### config.mk
export PLATFORM = sky130hd
export DESIGN_NAME = cpu_top
export DESIGN_NICKNAME = d
export VERILOG_FILES = /design/src/design/cpu_isa_pkg.sv /design/src/design/cpu_ctrl_pkg.sv /design/src/design/reg_file.sv /design/src/design/alu_unit.sv /design/src/design/cpu_datapath.sv /design/src/design/cpu_control.sv /design/src/design/cpu_top.sv
export SDC_FILE = /design/constraint.sdc
export NUM_CORES = 1
export LEC_CHECK = 0
export BUFFER_PORTS_ARGS = -buffer_cell sky130_fd_sc_hd__buf_2
export CORE_UTILIZATION = 55
export DETAILED_ROUTE_END_ITERATION = 10
export GPL_ROUTABILITY_DRIVEN = 0
export PLACE_DENSITY = 0.79
export SLEW_MARGIN = 20
export SYNTH_ARGS = -nofsm -noshare
export SYNTH_HDL_FRONTEND = slang
export SYNTH_SLANG_ARGS = --single-unit
### constraint.sdc
create_clock -name clk_i -period 5.5 [get_ports clk_i]
set_input_delay 0.55 -clock clk_i [delete_from_list [all_inputs] [get_ports clk_i]]
set_output_delay 0.55 -clock clk_i [all_outputs]
set_load 0.03 [all_outputs]
### src/design/cpu_isa_pkg.sv
/*
 * Instruction set definitions for the 16-bit core: word, register index and
 * flag types, opcode encoding and instruction field positions
 */
`default_nettype none

package cpu_isa_pkg;

	localparam int WORD_W   = 16;
	localparam int NUM_REGS = 8;

	typedef logic [WORD_W-1:0] word_t;
	typedef logic [2:0]        reg_idx_t;
	typedef logic [3:0]        flags_t;

	// Bit positions inside flags_t
	localparam int FLAG_C = 0;
	localparam int FLAG_Z = 1;
	localparam int FLAG_N = 2;
	localparam int FLAG_V = 3;

	typedef enum logic [3:0] {
		OP_ADD  = 4'h0,
		OP_SUB  = 4'h1,
		OP_AND  = 4'h2,
		OP_XOR  = 4'h3,
		OP_MOVC = 4'h4,
		OP_LDI  = 4'h5,
		OP_LD   = 4'h6,
		OP_ST   = 4'h7,
		OP_MFS  = 4'h8,
		OP_BZ   = 4'h9,
		OP_HALT = 4'hf
	} opcode_e;

	// Instruction word fields
	localparam int OPC_MSB  = 15;
	localparam int OPC_LSB  = 12;
	localparam int DST_MSB  = 11;
	localparam int DST_LSB  = 9;
	localparam int SRCA_MSB = 8;
	localparam int SRCA_LSB = 6;
	localparam int SRCB_MSB = 5;
	localparam int SRCB_LSB = 3;
	// Immediate and branch offset share the low byte
	localparam int IMM_MSB  = 7;
	localparam int IMM_LSB  = 0;
	localparam int IMM_W    = IMM_MSB - IMM_LSB + 1;

endpackage

`default_nettype wire

### src/design/cpu_ctrl_pkg.sv
/*
 * Control unit definitions: sequencer states and the encodings of the
 * register write-back and ALU B-operand selects
 */
`default_nettype none

package cpu_ctrl_pkg;

	typedef enum logic [2:0] {
		FETCH      = 3'd0,
		WAIT_FETCH = 3'd1,
		DECODE     = 3'd2,
		EXECUTE    = 3'd3,
		MEM        = 3'd4,
		WAIT_MEM   = 3'd5,
		HALTED     = 3'd6
	} ctrl_state_e;

	localparam ctrl_state_e RESET_STATE = FETCH;

	// Source of the value written into the register file
	typedef enum logic [2:0] {
		ALU_WB  = 3'd0,
		IMM_WB  = 3'd1,
		MEM_WB  = 3'd2,
		STAT_WB = 3'd3
	} wb_sel_e;

	// Second ALU operand
	typedef enum logic [1:0] {
		REGB_SEL  = 2'd0,
		CONST_SEL = 2'd1
	} alub_sel_e;

endpackage

`default_nettype wire

### src/design/reg_file.sv
/*
 * Register file with eight general registers, two combinational read ports,
 * one synchronous write port and a separate program counter
 */
`default_nettype none

module reg_file import cpu_isa_pkg::*; (
	input  wire logic     clk_i,
	input  wire logic     rst_n_i,
	input  wire logic     wr_en_i,
	input  wire reg_idx_t wr_addr_i,
	input  wire word_t    wr_data_i,
	input  wire reg_idx_t rd_addr_a_i,
	input  wire reg_idx_t rd_addr_b_i,
	output word_t         rd_data_a_o,
	output word_t         rd_data_b_o,
	input  wire logic     pc_en_i,
	input  wire word_t    pc_i,
	output word_t         pc_o
);

	word_t regs [NUM_REGS];
	word_t pc_q;

	always_ff @(posedge clk_i) begin
		if (!rst_n_i) begin
			for (int i = 0; i < NUM_REGS; i++) begin
				regs[i] <= '0;
			end
		end else if (wr_en_i) begin
			regs[wr_addr_i] <= wr_data_i;
		end
	end

	always_ff @(posedge clk_i) begin
		if (!rst_n_i) begin
			pc_q <= '0;
		end else if (pc_en_i) begin
			pc_q <= pc_i;
		end
	end

	assign rd_data_a_o = regs[rd_addr_a_i];
	assign rd_data_b_o = regs[rd_addr_b_i];
	assign pc_o        = pc_q;

	// The destination index comes from the instruction register
	a_wr_addr_known: assert property (@(posedge clk_i) disable iff (!rst_n_i)
		wr_en_i |-> !$isunknown(wr_addr_i));

endmodule

`default_nettype wire

### src/design/alu_unit.sv
/*
 * Combinational ALU: add, subtract, and, xor and pass-B, with carry, zero,
 * negative and overflow flags
 */
`default_nettype none

module alu_unit import cpu_isa_pkg::*; (
	input  wire opcode_e op_i,
	input  wire word_t   a_i,
	input  wire word_t   b_i,
	output word_t        res_o,
	output flags_t       flags_o
);

	logic [WORD_W:0] sum;
	word_t           res;
	logic            carry;
	logic            ovf;

	always_comb begin
		sum   = '0;
		res   = '0;
		carry = 1'b0;
		ovf   = 1'b0;
		case (op_i)
			OP_ADD: begin
				sum   = {1'b0, a_i} + {1'b0, b_i};
				res   = sum[WORD_W-1:0];
				carry = sum[WORD_W];
				ovf   = (a_i[WORD_W-1] == b_i[WORD_W-1]) &&
				        (res[WORD_W-1] != a_i[WORD_W-1]);
			end
			OP_SUB: begin
				// Carry out of a + ~b + 1 is set when there is no borrow
				sum   = {1'b0, a_i} + {1'b0, ~b_i} + 1'b1;
				res   = sum[WORD_W-1:0];
				carry = sum[WORD_W];
				ovf   = (a_i[WORD_W-1] != b_i[WORD_W-1]) &&
				        (res[WORD_W-1] != a_i[WORD_W-1]);
			end
			OP_AND:  res = a_i & b_i;
			OP_XOR:  res = a_i ^ b_i;
			OP_MOVC: res = b_i;
			default: res = '0;
		endcase
	end

	assign res_o           = res;
	assign flags_o[FLAG_C] = carry;
	assign flags_o[FLAG_Z] = (res == '0);
	assign flags_o[FLAG_N] = res[WORD_W-1];
	assign flags_o[FLAG_V] = ovf;

endmodule

`default_nettype wire

### src/design/cpu_datapath.sv
/*
 * Core datapath: register file, ALU and operand selection, constant table,
 * status register, bus address/data registers and branch target adder
 */
`default_nettype none

module cpu_datapath import cpu_isa_pkg::*, cpu_ctrl_pkg::*; (
	input  wire logic      clk_i,
	input  wire logic      rst_n_i,
	input  wire logic      pc_wr_i,
	input  wire logic      reg_wr_i,
	input  wire logic      ir_wr_i,
	input  wire logic      mdr_wr_i,
	input  wire logic      mar_ld_i,
	input  wire logic      flags_wr_i,
	input  wire logic      pc_branch_i,
	input  wire wb_sel_e   wb_sel_i,
	input  wire alub_sel_e alub_sel_i,
	input  wire opcode_e   alu_op_i,
	input  wire word_t     wb_dat_i,
	output word_t          ir_o,
	output logic           zero_flag_o,
	output word_t          wb_adr_o,
	output word_t          wb_dat_o
);

	word_t    reg_a, reg_b, pc, pc_next;
	word_t    alu_b, alu_res, const_val, wb_value;
	word_t    imm_ext, branch_offs, status_word;
	word_t    ir_q, mdr_q, mar_q, odr_q;
	flags_t   alu_flags, flags_q;
	reg_idx_t dst_idx, srca_idx, srcb_idx;

	assign dst_idx  = ir_q[DST_MSB:DST_LSB];
	assign srca_idx = ir_q[SRCA_MSB:SRCA_LSB];
	assign srcb_idx = ir_q[SRCB_MSB:SRCB_LSB];

	assign imm_ext     = {{(WORD_W-IMM_W){1'b0}}, ir_q[IMM_MSB:IMM_LSB]};
	assign branch_offs = {{(WORD_W-IMM_W){ir_q[IMM_MSB]}}, ir_q[IMM_MSB:IMM_LSB]};
	assign status_word = {{(WORD_W-$bits(flags_t)){1'b0}}, flags_q};

	reg_file u_reg_file (
		.clk_i       (clk_i),
		.rst_n_i     (rst_n_i),
		.wr_en_i     (reg_wr_i),
		.wr_addr_i   (dst_idx),
		.wr_data_i   (wb_value),
		.rd_addr_a_i (srca_idx),
		.rd_addr_b_i (srcb_idx),
		.rd_data_a_o (reg_a),
		.rd_data_b_o (reg_b),
		.pc_en_i     (pc_wr_i),
		.pc_i        (pc_next),
		.pc_o        (pc)
	);

	// Constant table indexed by the B field
	always_comb begin
		case (srcb_idx)
			3'd0:    const_val = 16'h0000;
			3'd1:    const_val = 16'h0001;
			3'd2:    const_val = 16'h0002;
			3'd3:    const_val = 16'h0004;
			3'd4:    const_val = 16'h0008;
			3'd5:    const_val = 16'h0010;
			3'd6:    const_val = 16'h0020;
			default: const_val = 16'hffff;
		endcase
	end

	assign alu_b = (alub_sel_i == CONST_SEL) ? const_val : reg_b;

	alu_unit u_alu (
		.op_i    (alu_op_i),
		.a_i     (reg_a),
		.b_i     (alu_b),
		.res_o   (alu_res),
		.flags_o (alu_flags)
	);

	always_comb begin
		case (wb_sel_i)
			IMM_WB:  wb_value = imm_ext;
			MEM_WB:  wb_value = mdr_q;
			STAT_WB: wb_value = status_word;
			default: wb_value = alu_res;
		endcase
	end

	// A taken branch is relative to the already incremented PC
	assign pc_next = pc + (pc_branch_i ? branch_offs : word_t'(1));

	always_ff @(posedge clk_i) begin
		if (!rst_n_i) begin
			flags_q <= '0;
		end else if (flags_wr_i) begin
			flags_q <= alu_flags;
		end
	end

	// ir_wr_i marks an instruction fetch for both the address and the read data
	always_ff @(posedge clk_i) begin
		if (mar_ld_i) begin
			mar_q <= ir_wr_i ? pc : reg_a;
			odr_q <= reg_b;
		end
		if (mdr_wr_i) begin
			if (ir_wr_i) begin
				ir_q <= wb_dat_i;
			end else begin
				mdr_q <= wb_dat_i;
			end
		end
	end

	assign ir_o        = ir_q;
	assign zero_flag_o = flags_q[FLAG_Z];
	assign wb_adr_o    = mar_q;
	assign wb_dat_o    = odr_q;

endmodule

`default_nettype wire

### src/design/cpu_control.sv
/*
 * Control unit: instruction sequencing FSM, decode of the instruction
 * register into datapath strobes and the Wishbone master handshake
 */
`default_nettype none

module cpu_control import cpu_isa_pkg::*, cpu_ctrl_pkg::*; (
	input  wire logic  clk_i,
	input  wire logic  rst_n_i,
	input  wire word_t ir_i,
	input  wire logic  zero_flag_i,
	input  wire logic  wb_ack_i,
	output logic       wb_cyc_o,
	output logic       wb_stb_o,
	output logic       wb_we_o,
	output logic       halted_o,
	output logic       pc_wr_o,
	output logic       reg_wr_o,
	output logic       ir_wr_o,
	output logic       mdr_wr_o,
	output logic       mar_ld_o,
	output logic       flags_wr_o,
	output logic       pc_branch_o,
	output wb_sel_e    wb_sel_o,
	output alub_sel_e  alub_sel_o,
	output opcode_e    alu_op_o
);

	ctrl_state_e state, state_next;
	opcode_e     op;
	logic        bus_active;
	logic        ld_pending;

	assign op = opcode_e'(ir_i[OPC_MSB:OPC_LSB]);

	always_ff @(posedge clk_i) begin
		if (!rst_n_i) begin
			state      <= RESET_STATE;
			ld_pending <= 1'b0;
		end else begin
			state      <= state_next;
			// LD data sits in the read data register one cycle after its ack
			ld_pending <= (state == WAIT_MEM) && wb_ack_i && (op == OP_LD);
		end
	end

	always_comb begin
		state_next = state;
		case (state)
			FETCH:      state_next = WAIT_FETCH;
			WAIT_FETCH: if (wb_ack_i) state_next = DECODE;
			DECODE:     state_next = (op == OP_HALT) ? HALTED : EXECUTE;
			EXECUTE:    state_next = (op == OP_LD || op == OP_ST) ? MEM : FETCH;
			MEM:        state_next = WAIT_MEM;
			WAIT_MEM:   if (wb_ack_i) state_next = FETCH;
			HALTED:     state_next = HALTED;
			default:    state_next = FETCH;
		endcase
	end

	always_comb begin
		pc_wr_o     = 1'b0;
		reg_wr_o    = 1'b0;
		ir_wr_o     = 1'b0;
		mdr_wr_o    = 1'b0;
		mar_ld_o    = 1'b0;
		flags_wr_o  = 1'b0;
		pc_branch_o = 1'b0;
		wb_sel_o    = ALU_WB;
		alub_sel_o  = REGB_SEL;
		alu_op_o    = op;
		case (state)
			FETCH: begin
				mar_ld_o = 1'b1;
				ir_wr_o  = 1'b1;
				// Retire a pending LD while IR still holds it
				if (ld_pending) begin
					reg_wr_o = 1'b1;
					wb_sel_o = MEM_WB;
				end
			end
			WAIT_FETCH: begin
				ir_wr_o  = 1'b1;
				mdr_wr_o = wb_ack_i;
				pc_wr_o  = wb_ack_i;
			end
			EXECUTE: begin
				case (op)
					OP_ADD, OP_SUB, OP_AND, OP_XOR: begin
						reg_wr_o   = 1'b1;
						flags_wr_o = 1'b1;
					end
					OP_MOVC: begin
						reg_wr_o   = 1'b1;
						flags_wr_o = 1'b1;
						alub_sel_o = CONST_SEL;
					end
					OP_LDI: begin
						reg_wr_o = 1'b1;
						wb_sel_o = IMM_WB;
					end
					OP_MFS: begin
						reg_wr_o = 1'b1;
						wb_sel_o = STAT_WB;
					end
					OP_BZ: begin
						pc_wr_o     = zero_flag_i;
						pc_branch_o = zero_flag_i;
					end
					default: ;
				endcase
			end
			MEM:      mar_ld_o = 1'b1;
			WAIT_MEM: mdr_wr_o = wb_ack_i;
			default: ;
		endcase
	end

	assign bus_active = (state == WAIT_FETCH) || (state == WAIT_MEM);
	assign wb_cyc_o   = bus_active;
	assign wb_stb_o   = bus_active;
	assign wb_we_o    = (state == WAIT_MEM) && (op == OP_ST);
	assign halted_o   = (state == HALTED);

	a_stb_cyc: assert property (@(posedge clk_i) disable iff (!rst_n_i)
		wb_stb_o |-> wb_cyc_o);

	// Address and data registers must not reload while a cycle is open
	a_bus_hold: assert property (@(posedge clk_i) disable iff (!rst_n_i)
		(wb_stb_o && !wb_ack_i) |-> !mar_ld_o ##1 (wb_stb_o && $stable(wb_we_o)));

	a_halt_sticky: assert property (@(posedge clk_i) disable iff (!rst_n_i)
		halted_o |=> halted_o);

endmodule

`default_nettype wire

### src/design/cpu_top.sv
/*
 * Processor core top: control unit and datapath behind one Wishbone master
 */
`default_nettype none

module cpu_top import cpu_isa_pkg::*, cpu_ctrl_pkg::*; (
	input  wire logic  clk_i,
	input  wire logic  rst_n_i,
	output logic       wb_cyc_o,
	output logic       wb_stb_o,
	output logic       wb_we_o,
	output word_t      wb_adr_o,
	output word_t      wb_dat_o,
	input  wire word_t wb_dat_i,
	input  wire logic  wb_ack_i,
	output logic       halted_o
);

	logic      pc_wr, reg_wr, ir_wr, mdr_wr, mar_ld, flags_wr, pc_branch;
	logic      zero_flag;
	wb_sel_e   wb_sel;
	alub_sel_e alub_sel;
	opcode_e   alu_op;
	word_t     ir;

	cpu_control u_control (
		.clk_i       (clk_i),
		.rst_n_i     (rst_n_i),
		.ir_i        (ir),
		.zero_flag_i (zero_flag),
		.wb_ack_i    (wb_ack_i),
		.wb_cyc_o    (wb_cyc_o),
		.wb_stb_o    (wb_stb_o),
		.wb_we_o     (wb_we_o),
		.halted_o    (halted_o),
		.pc_wr_o     (pc_wr),
		.reg_wr_o    (reg_wr),
		.ir_wr_o     (ir_wr),
		.mdr_wr_o    (mdr_wr),
		.mar_ld_o    (mar_ld),
		.flags_wr_o  (flags_wr),
		.pc_branch_o (pc_branch),
		.wb_sel_o    (wb_sel),
		.alub_sel_o  (alub_sel),
		.alu_op_o    (alu_op)
	);

	cpu_datapath u_datapath (
		.clk_i       (clk_i),
		.rst_n_i     (rst_n_i),
		.pc_wr_i     (pc_wr),
		.reg_wr_i    (reg_wr),
		.ir_wr_i     (ir_wr),
		.mdr_wr_i    (mdr_wr),
		.mar_ld_i    (mar_ld),
		.flags_wr_i  (flags_wr),
		.pc_branch_i (pc_branch),
		.wb_sel_i    (wb_sel),
		.alub_sel_i  (alub_sel),
		.alu_op_i    (alu_op),
		.wb_dat_i    (wb_dat_i),
		.ir_o        (ir),
		.zero_flag_o (zero_flag),
		.wb_adr_o    (wb_adr_o),
		.wb_dat_o    (wb_dat_o)
	);

endmodule

`default_nettype wire

==> flow_summary_export.csv <==
group,metric,value,unit
sta,tightest_slew,1.02,ns
hold_path,hold_path_class,"in2reg",
pwr,power.internal,3.16,mW
floorplanning,die_x,157,um
grt,overflow,0,
grt,grt_most_used_layer,"met2",
synth,yosysWarnings,0,
cells_and_area,nNetsFinal,1297,
sta,fmax,190,MHz
detailed_routing,ant_nets,0,
cells_and_area,drive_gt1_share,20.6,%
sta,setup_tns,0,ns
placement,place_area,14000,um^2
status,status,"completed",
synth,synth_top_area_share,43.4,%
synth,synth-seq-cells,222,
pwr,power.share.clock,33.5,%
synth,synth_area_leaders,"edfxtp_1 (43%), mux4_2 (9.0%), nor2_1 (5.5%), dfxtp_1 (4.5%), ha_1 (4.5%)",
detailed_routing,initialDrtViolationCount,1421,
placement,hpwl,26.3,mm
critical_path,crit_arrival,5.53,ns
floorplanning,die_y,157,um
pwr,powerDensity,308,nW/um^2
clock_network,cts_setup_buffers,0,
sta,max_slew_margin,31.7,%
critical_path,r2r_slack,0.25,ns
synth,synth-edff-count,192,
floorplanning,start_util,56.3,%
pwr,combPwrFrac,23.7,%
synth,synthArstFlopShare,0,%
grt,met2_usage,48.7,%
clock_network,clk_pin_slew,0.06,ns
pwr,power_switching_share,30.8,%
clock_network,cts.sinks,222,
cells_and_area,multi_input_area,6470,um^2
clock_network,cts_buffers,24,
synth,yosysTopAreaCell,"edfxtp_1",
run,maxCapViolCount,0,
cells_and_area,n_antenna_cell,0,
clock_network,cts_tree,"yes",
synth,synth_fp_nets,1240,
critical_path,crit_type,"reg2reg",
hold_path,hold_start,"wb_dat_i[11]",
critical_path,end_kind,"flop",
grt,antenna_found_initial,0,
sta,layout_min_cycle_time,5.25,ns
synth,yosysSeqAreaShare,47.9,%
floorplanning,rows,56,
sta,hold_viol,0,
clock_network,htree_levels,1,
pwr,vdd_drop_max,0.228,mV
placement,numPortBuffers,54,
grt,grt_max_degree,33,
grt,track_usage,31.5,%
cells_and_area,synthToLayoutAreaGrowth,11.4,%
hold_path,worstHoldPathCells,1,
synth,yosysUniqueCellTypes,79,
synth,synth.cell_area,13300,um^2
detailed_routing,totalWireLength,38.1,mm
detailed_routing,vias,10552,
grt,grt_pass1_wl,57.5,mm
critical_path,r2r_cells,14,
synth,postSynthCellCount,1170,
floorplanning,io_pins,55,
cells_and_area,fillers,1825,
floorplanning,die-area,24800,um^2
detailed_routing,drc,0,
critical_path,cp_max_fo,17,
pwr,switchingPower,1.41,mW
grt,grt_pass1_vias,10113,
critical_path,cp.required,5.78,ns
detailed_routing,drtPass1Iterations,7,
cells_and_area,final_area,14800,um^2
detailed_routing,via_per_inst,6.75,
sta,setup-violations-final,0,
critical_path,regToRegEndpoint,"u_datapath.u_reg_file.regs[7][11]",
sta,slew_violations,0,
clock_network,cts_root_buffer,"clkbuf_16",
grt,grt_use_met1,42.1,%
sta,timing.final.crit_share,95.5,%
clock_network,clock_path_buffers,3,
cells_and_area,seq_area,6370,um^2
hold_path,holdPathEnd,"u_datapath.mdr_q[11]",
grt,met3_usage,7.24,%
detailed_routing,wl_per_cell,24.4,um
synth,yosys_most_used_dff,"edfxtp_1",
clock_network,clock_latency,0.55,ns
pwr,power_leakage,5.60,nW
critical_path,startpoint_type,"flop",
synth,synth_area_per_cell,11.4,um^2
critical_path,timing.rr.start,"u_datapath.ir_o[13]",
pwr,pwr-share-seq,42.8,%
floorplanning,coreArea,23600,um^2
sta,skew,0.0232,ns
==> through the flow <==
stage | hold WS (ns) | power, mW | utilization (%) | worst slack, ns | std cells
floorplan | 0.444 | 2.73 | - | 0.622 | 1170
global placement | 0.456 | 3.01 | 59.3 | 0.316 | 1519
finish | 0.196 | 4.56 | 62.7 | 0.250 | 1564
CTS | 0.182 | 4.54 | 62.5 | 0.108 | 1563
global route | 0.184 | 4.72 | 62.7 | -0.00717 | 1564
detailed placement | 0.479 | 3.03 | 59.3 | 0.173 | 1519
==> metal layers <==
metal | vias up | wire (um) | share of wire (%)
met5 | - | 0 | 0
li1 | 4536 | - | -
met4 | 0 | 1930 | 5.1
met2 | 775 | 17000 | 45
met1 | 5095 | 14100 | 37
met3 | 146 | 5010 | 13
==> cell families (layout without fill, tap and decap cells) <==
kind of cell	Yosys count	in the layout	share of synthesized area, %
multiplexers	128	128	16.5
AO/OA/AOI/OAI	217	217	11.1
AND/OR/NAND/NOR	413	413	14.4
adder cells (fa/ha/maj)	51	51	4.97
flip-flops	222	222	47.9
buffers and inverters	115	190	3.54
XOR/XNOR	24	24	1.58
==> worst max-delay path by stage <==
stage                                   start                                end  cells past startpoint
after global placement    u_datapath.ir_o[13]              u_datapath.flags_q[1]                     14
after floorplan                          flop              u_datapath.flags_q[1]                     18
final                     u_datapath.ir_o[13]  u_datapath.u_reg_file.regs[7][11]                     14
after detailed placement  u_datapath.ir_o[13]              u_datapath.flags_q[1]                     14
after global routing      u_datapath.ir_o[12]  u_datapath.u_reg_file.regs[6][11]                     14
after CTS                 u_datapath.ir_o[12]  u_datapath.u_reg_file.regs[7][11]                     14
==> worst max-delay path: stages (launching register included) <==
cell and delay, ns:
edfxtp_1 0.40, buf_4 0.23, nor4b_2 0.62, nand2_1 0.62
a21boi_0 0.43, ha_1 0.37, inv_1 0.11, a2111oi_1 0.52
o21ai_0 0.35, a21oi_1 0.26, o221ai_1 0.13, a21oi_1 0.34
nand2_1 0.11, o21ai_1 0.39, nor2_1 0.10
==> flip-flops by register name (all words and copies together) (netlist names), named ones only <==
| name | flops |
|---|---|
| u_datapath.mdr_q | 16 |
| u_datapath.flags_q | 4 |
| u_control.ld_pending | 1 |
| u_datapath.wb_dat_o | 16 |
| u_datapath.u_reg_file.pc_o | 16 |
| u_datapath.wb_adr_o | 16 |
| u_datapath.ir_o | 16 |
| u_datapath.u_reg_file.regs | 128 |
| u_control.state | 3 |
==> synth_stat cells (all sizes together) (14+ instances only) <==
cell,n
mux4,64
ha,48
nor2b,17
clkbuf,54
xnor2,15
edfxtp,192
nand3,24
nand2,69
nor3,28
mux2i,14
buf,14
dfxtp,30
mux2,50
o21ai,35
a21oi,64
and2,17
nor2,195
inv,47
==> cell type report <==
type / count / share of cell area [%]
multi-input cells: 833 / 43.7
flip-flops and latches: 222 / 43.0
clock buffers: 36 / 4.57
repair buffers: 99 / 4.27
well taps: 319 / 2.70
inverters: 47 / 1.19
clock inverters: 8 / 0.490
==> power by group through the flow <==
stage	clock network [mW]	registers, mW	logic, mW
finish	1.53	1.95	1.08
global route	1.61	1.96	1.15
CTS	1.54	1.95	1.05
detailed placement	0	1.99	1.04
global placement	0	1.98	1.03
floorplan	0	2.02	0.702
==> cell usage in the layout (no fill, tap or decap), types with 11 or more instances in the layout <==
cell type  netlist  routed
nand2_1         69      69
dfxtp_1         30      28
mux2i_1         13      13
nor2_1         195     194
ha_1            48      48
nand2b_1        11      11
and2_1          17      17
buf_4            3      43
nor3_1          27      27
buf_2            3      54
mux2_2          49      49
xnor2_1         15      15
inv_1           47      47
nand3_1         24      24
clkbuf_16        0      24
a21oi_1         64      64
nor2b_1         17      17
mux4_2          53      53
o21ai_0         30      30
mux4_1          11      11
edfxtp_1       192     192
a21o_1          11      11
==> what timing repair did <==
| action | in CTS | in global routing |
|---|---|---|
| endpoints found under the setup margin | 0 | 68 |
| hold buffers | 0 | 0 |
| resized for setup | 0 | 3 |
(Power assumes the default switching activity.)
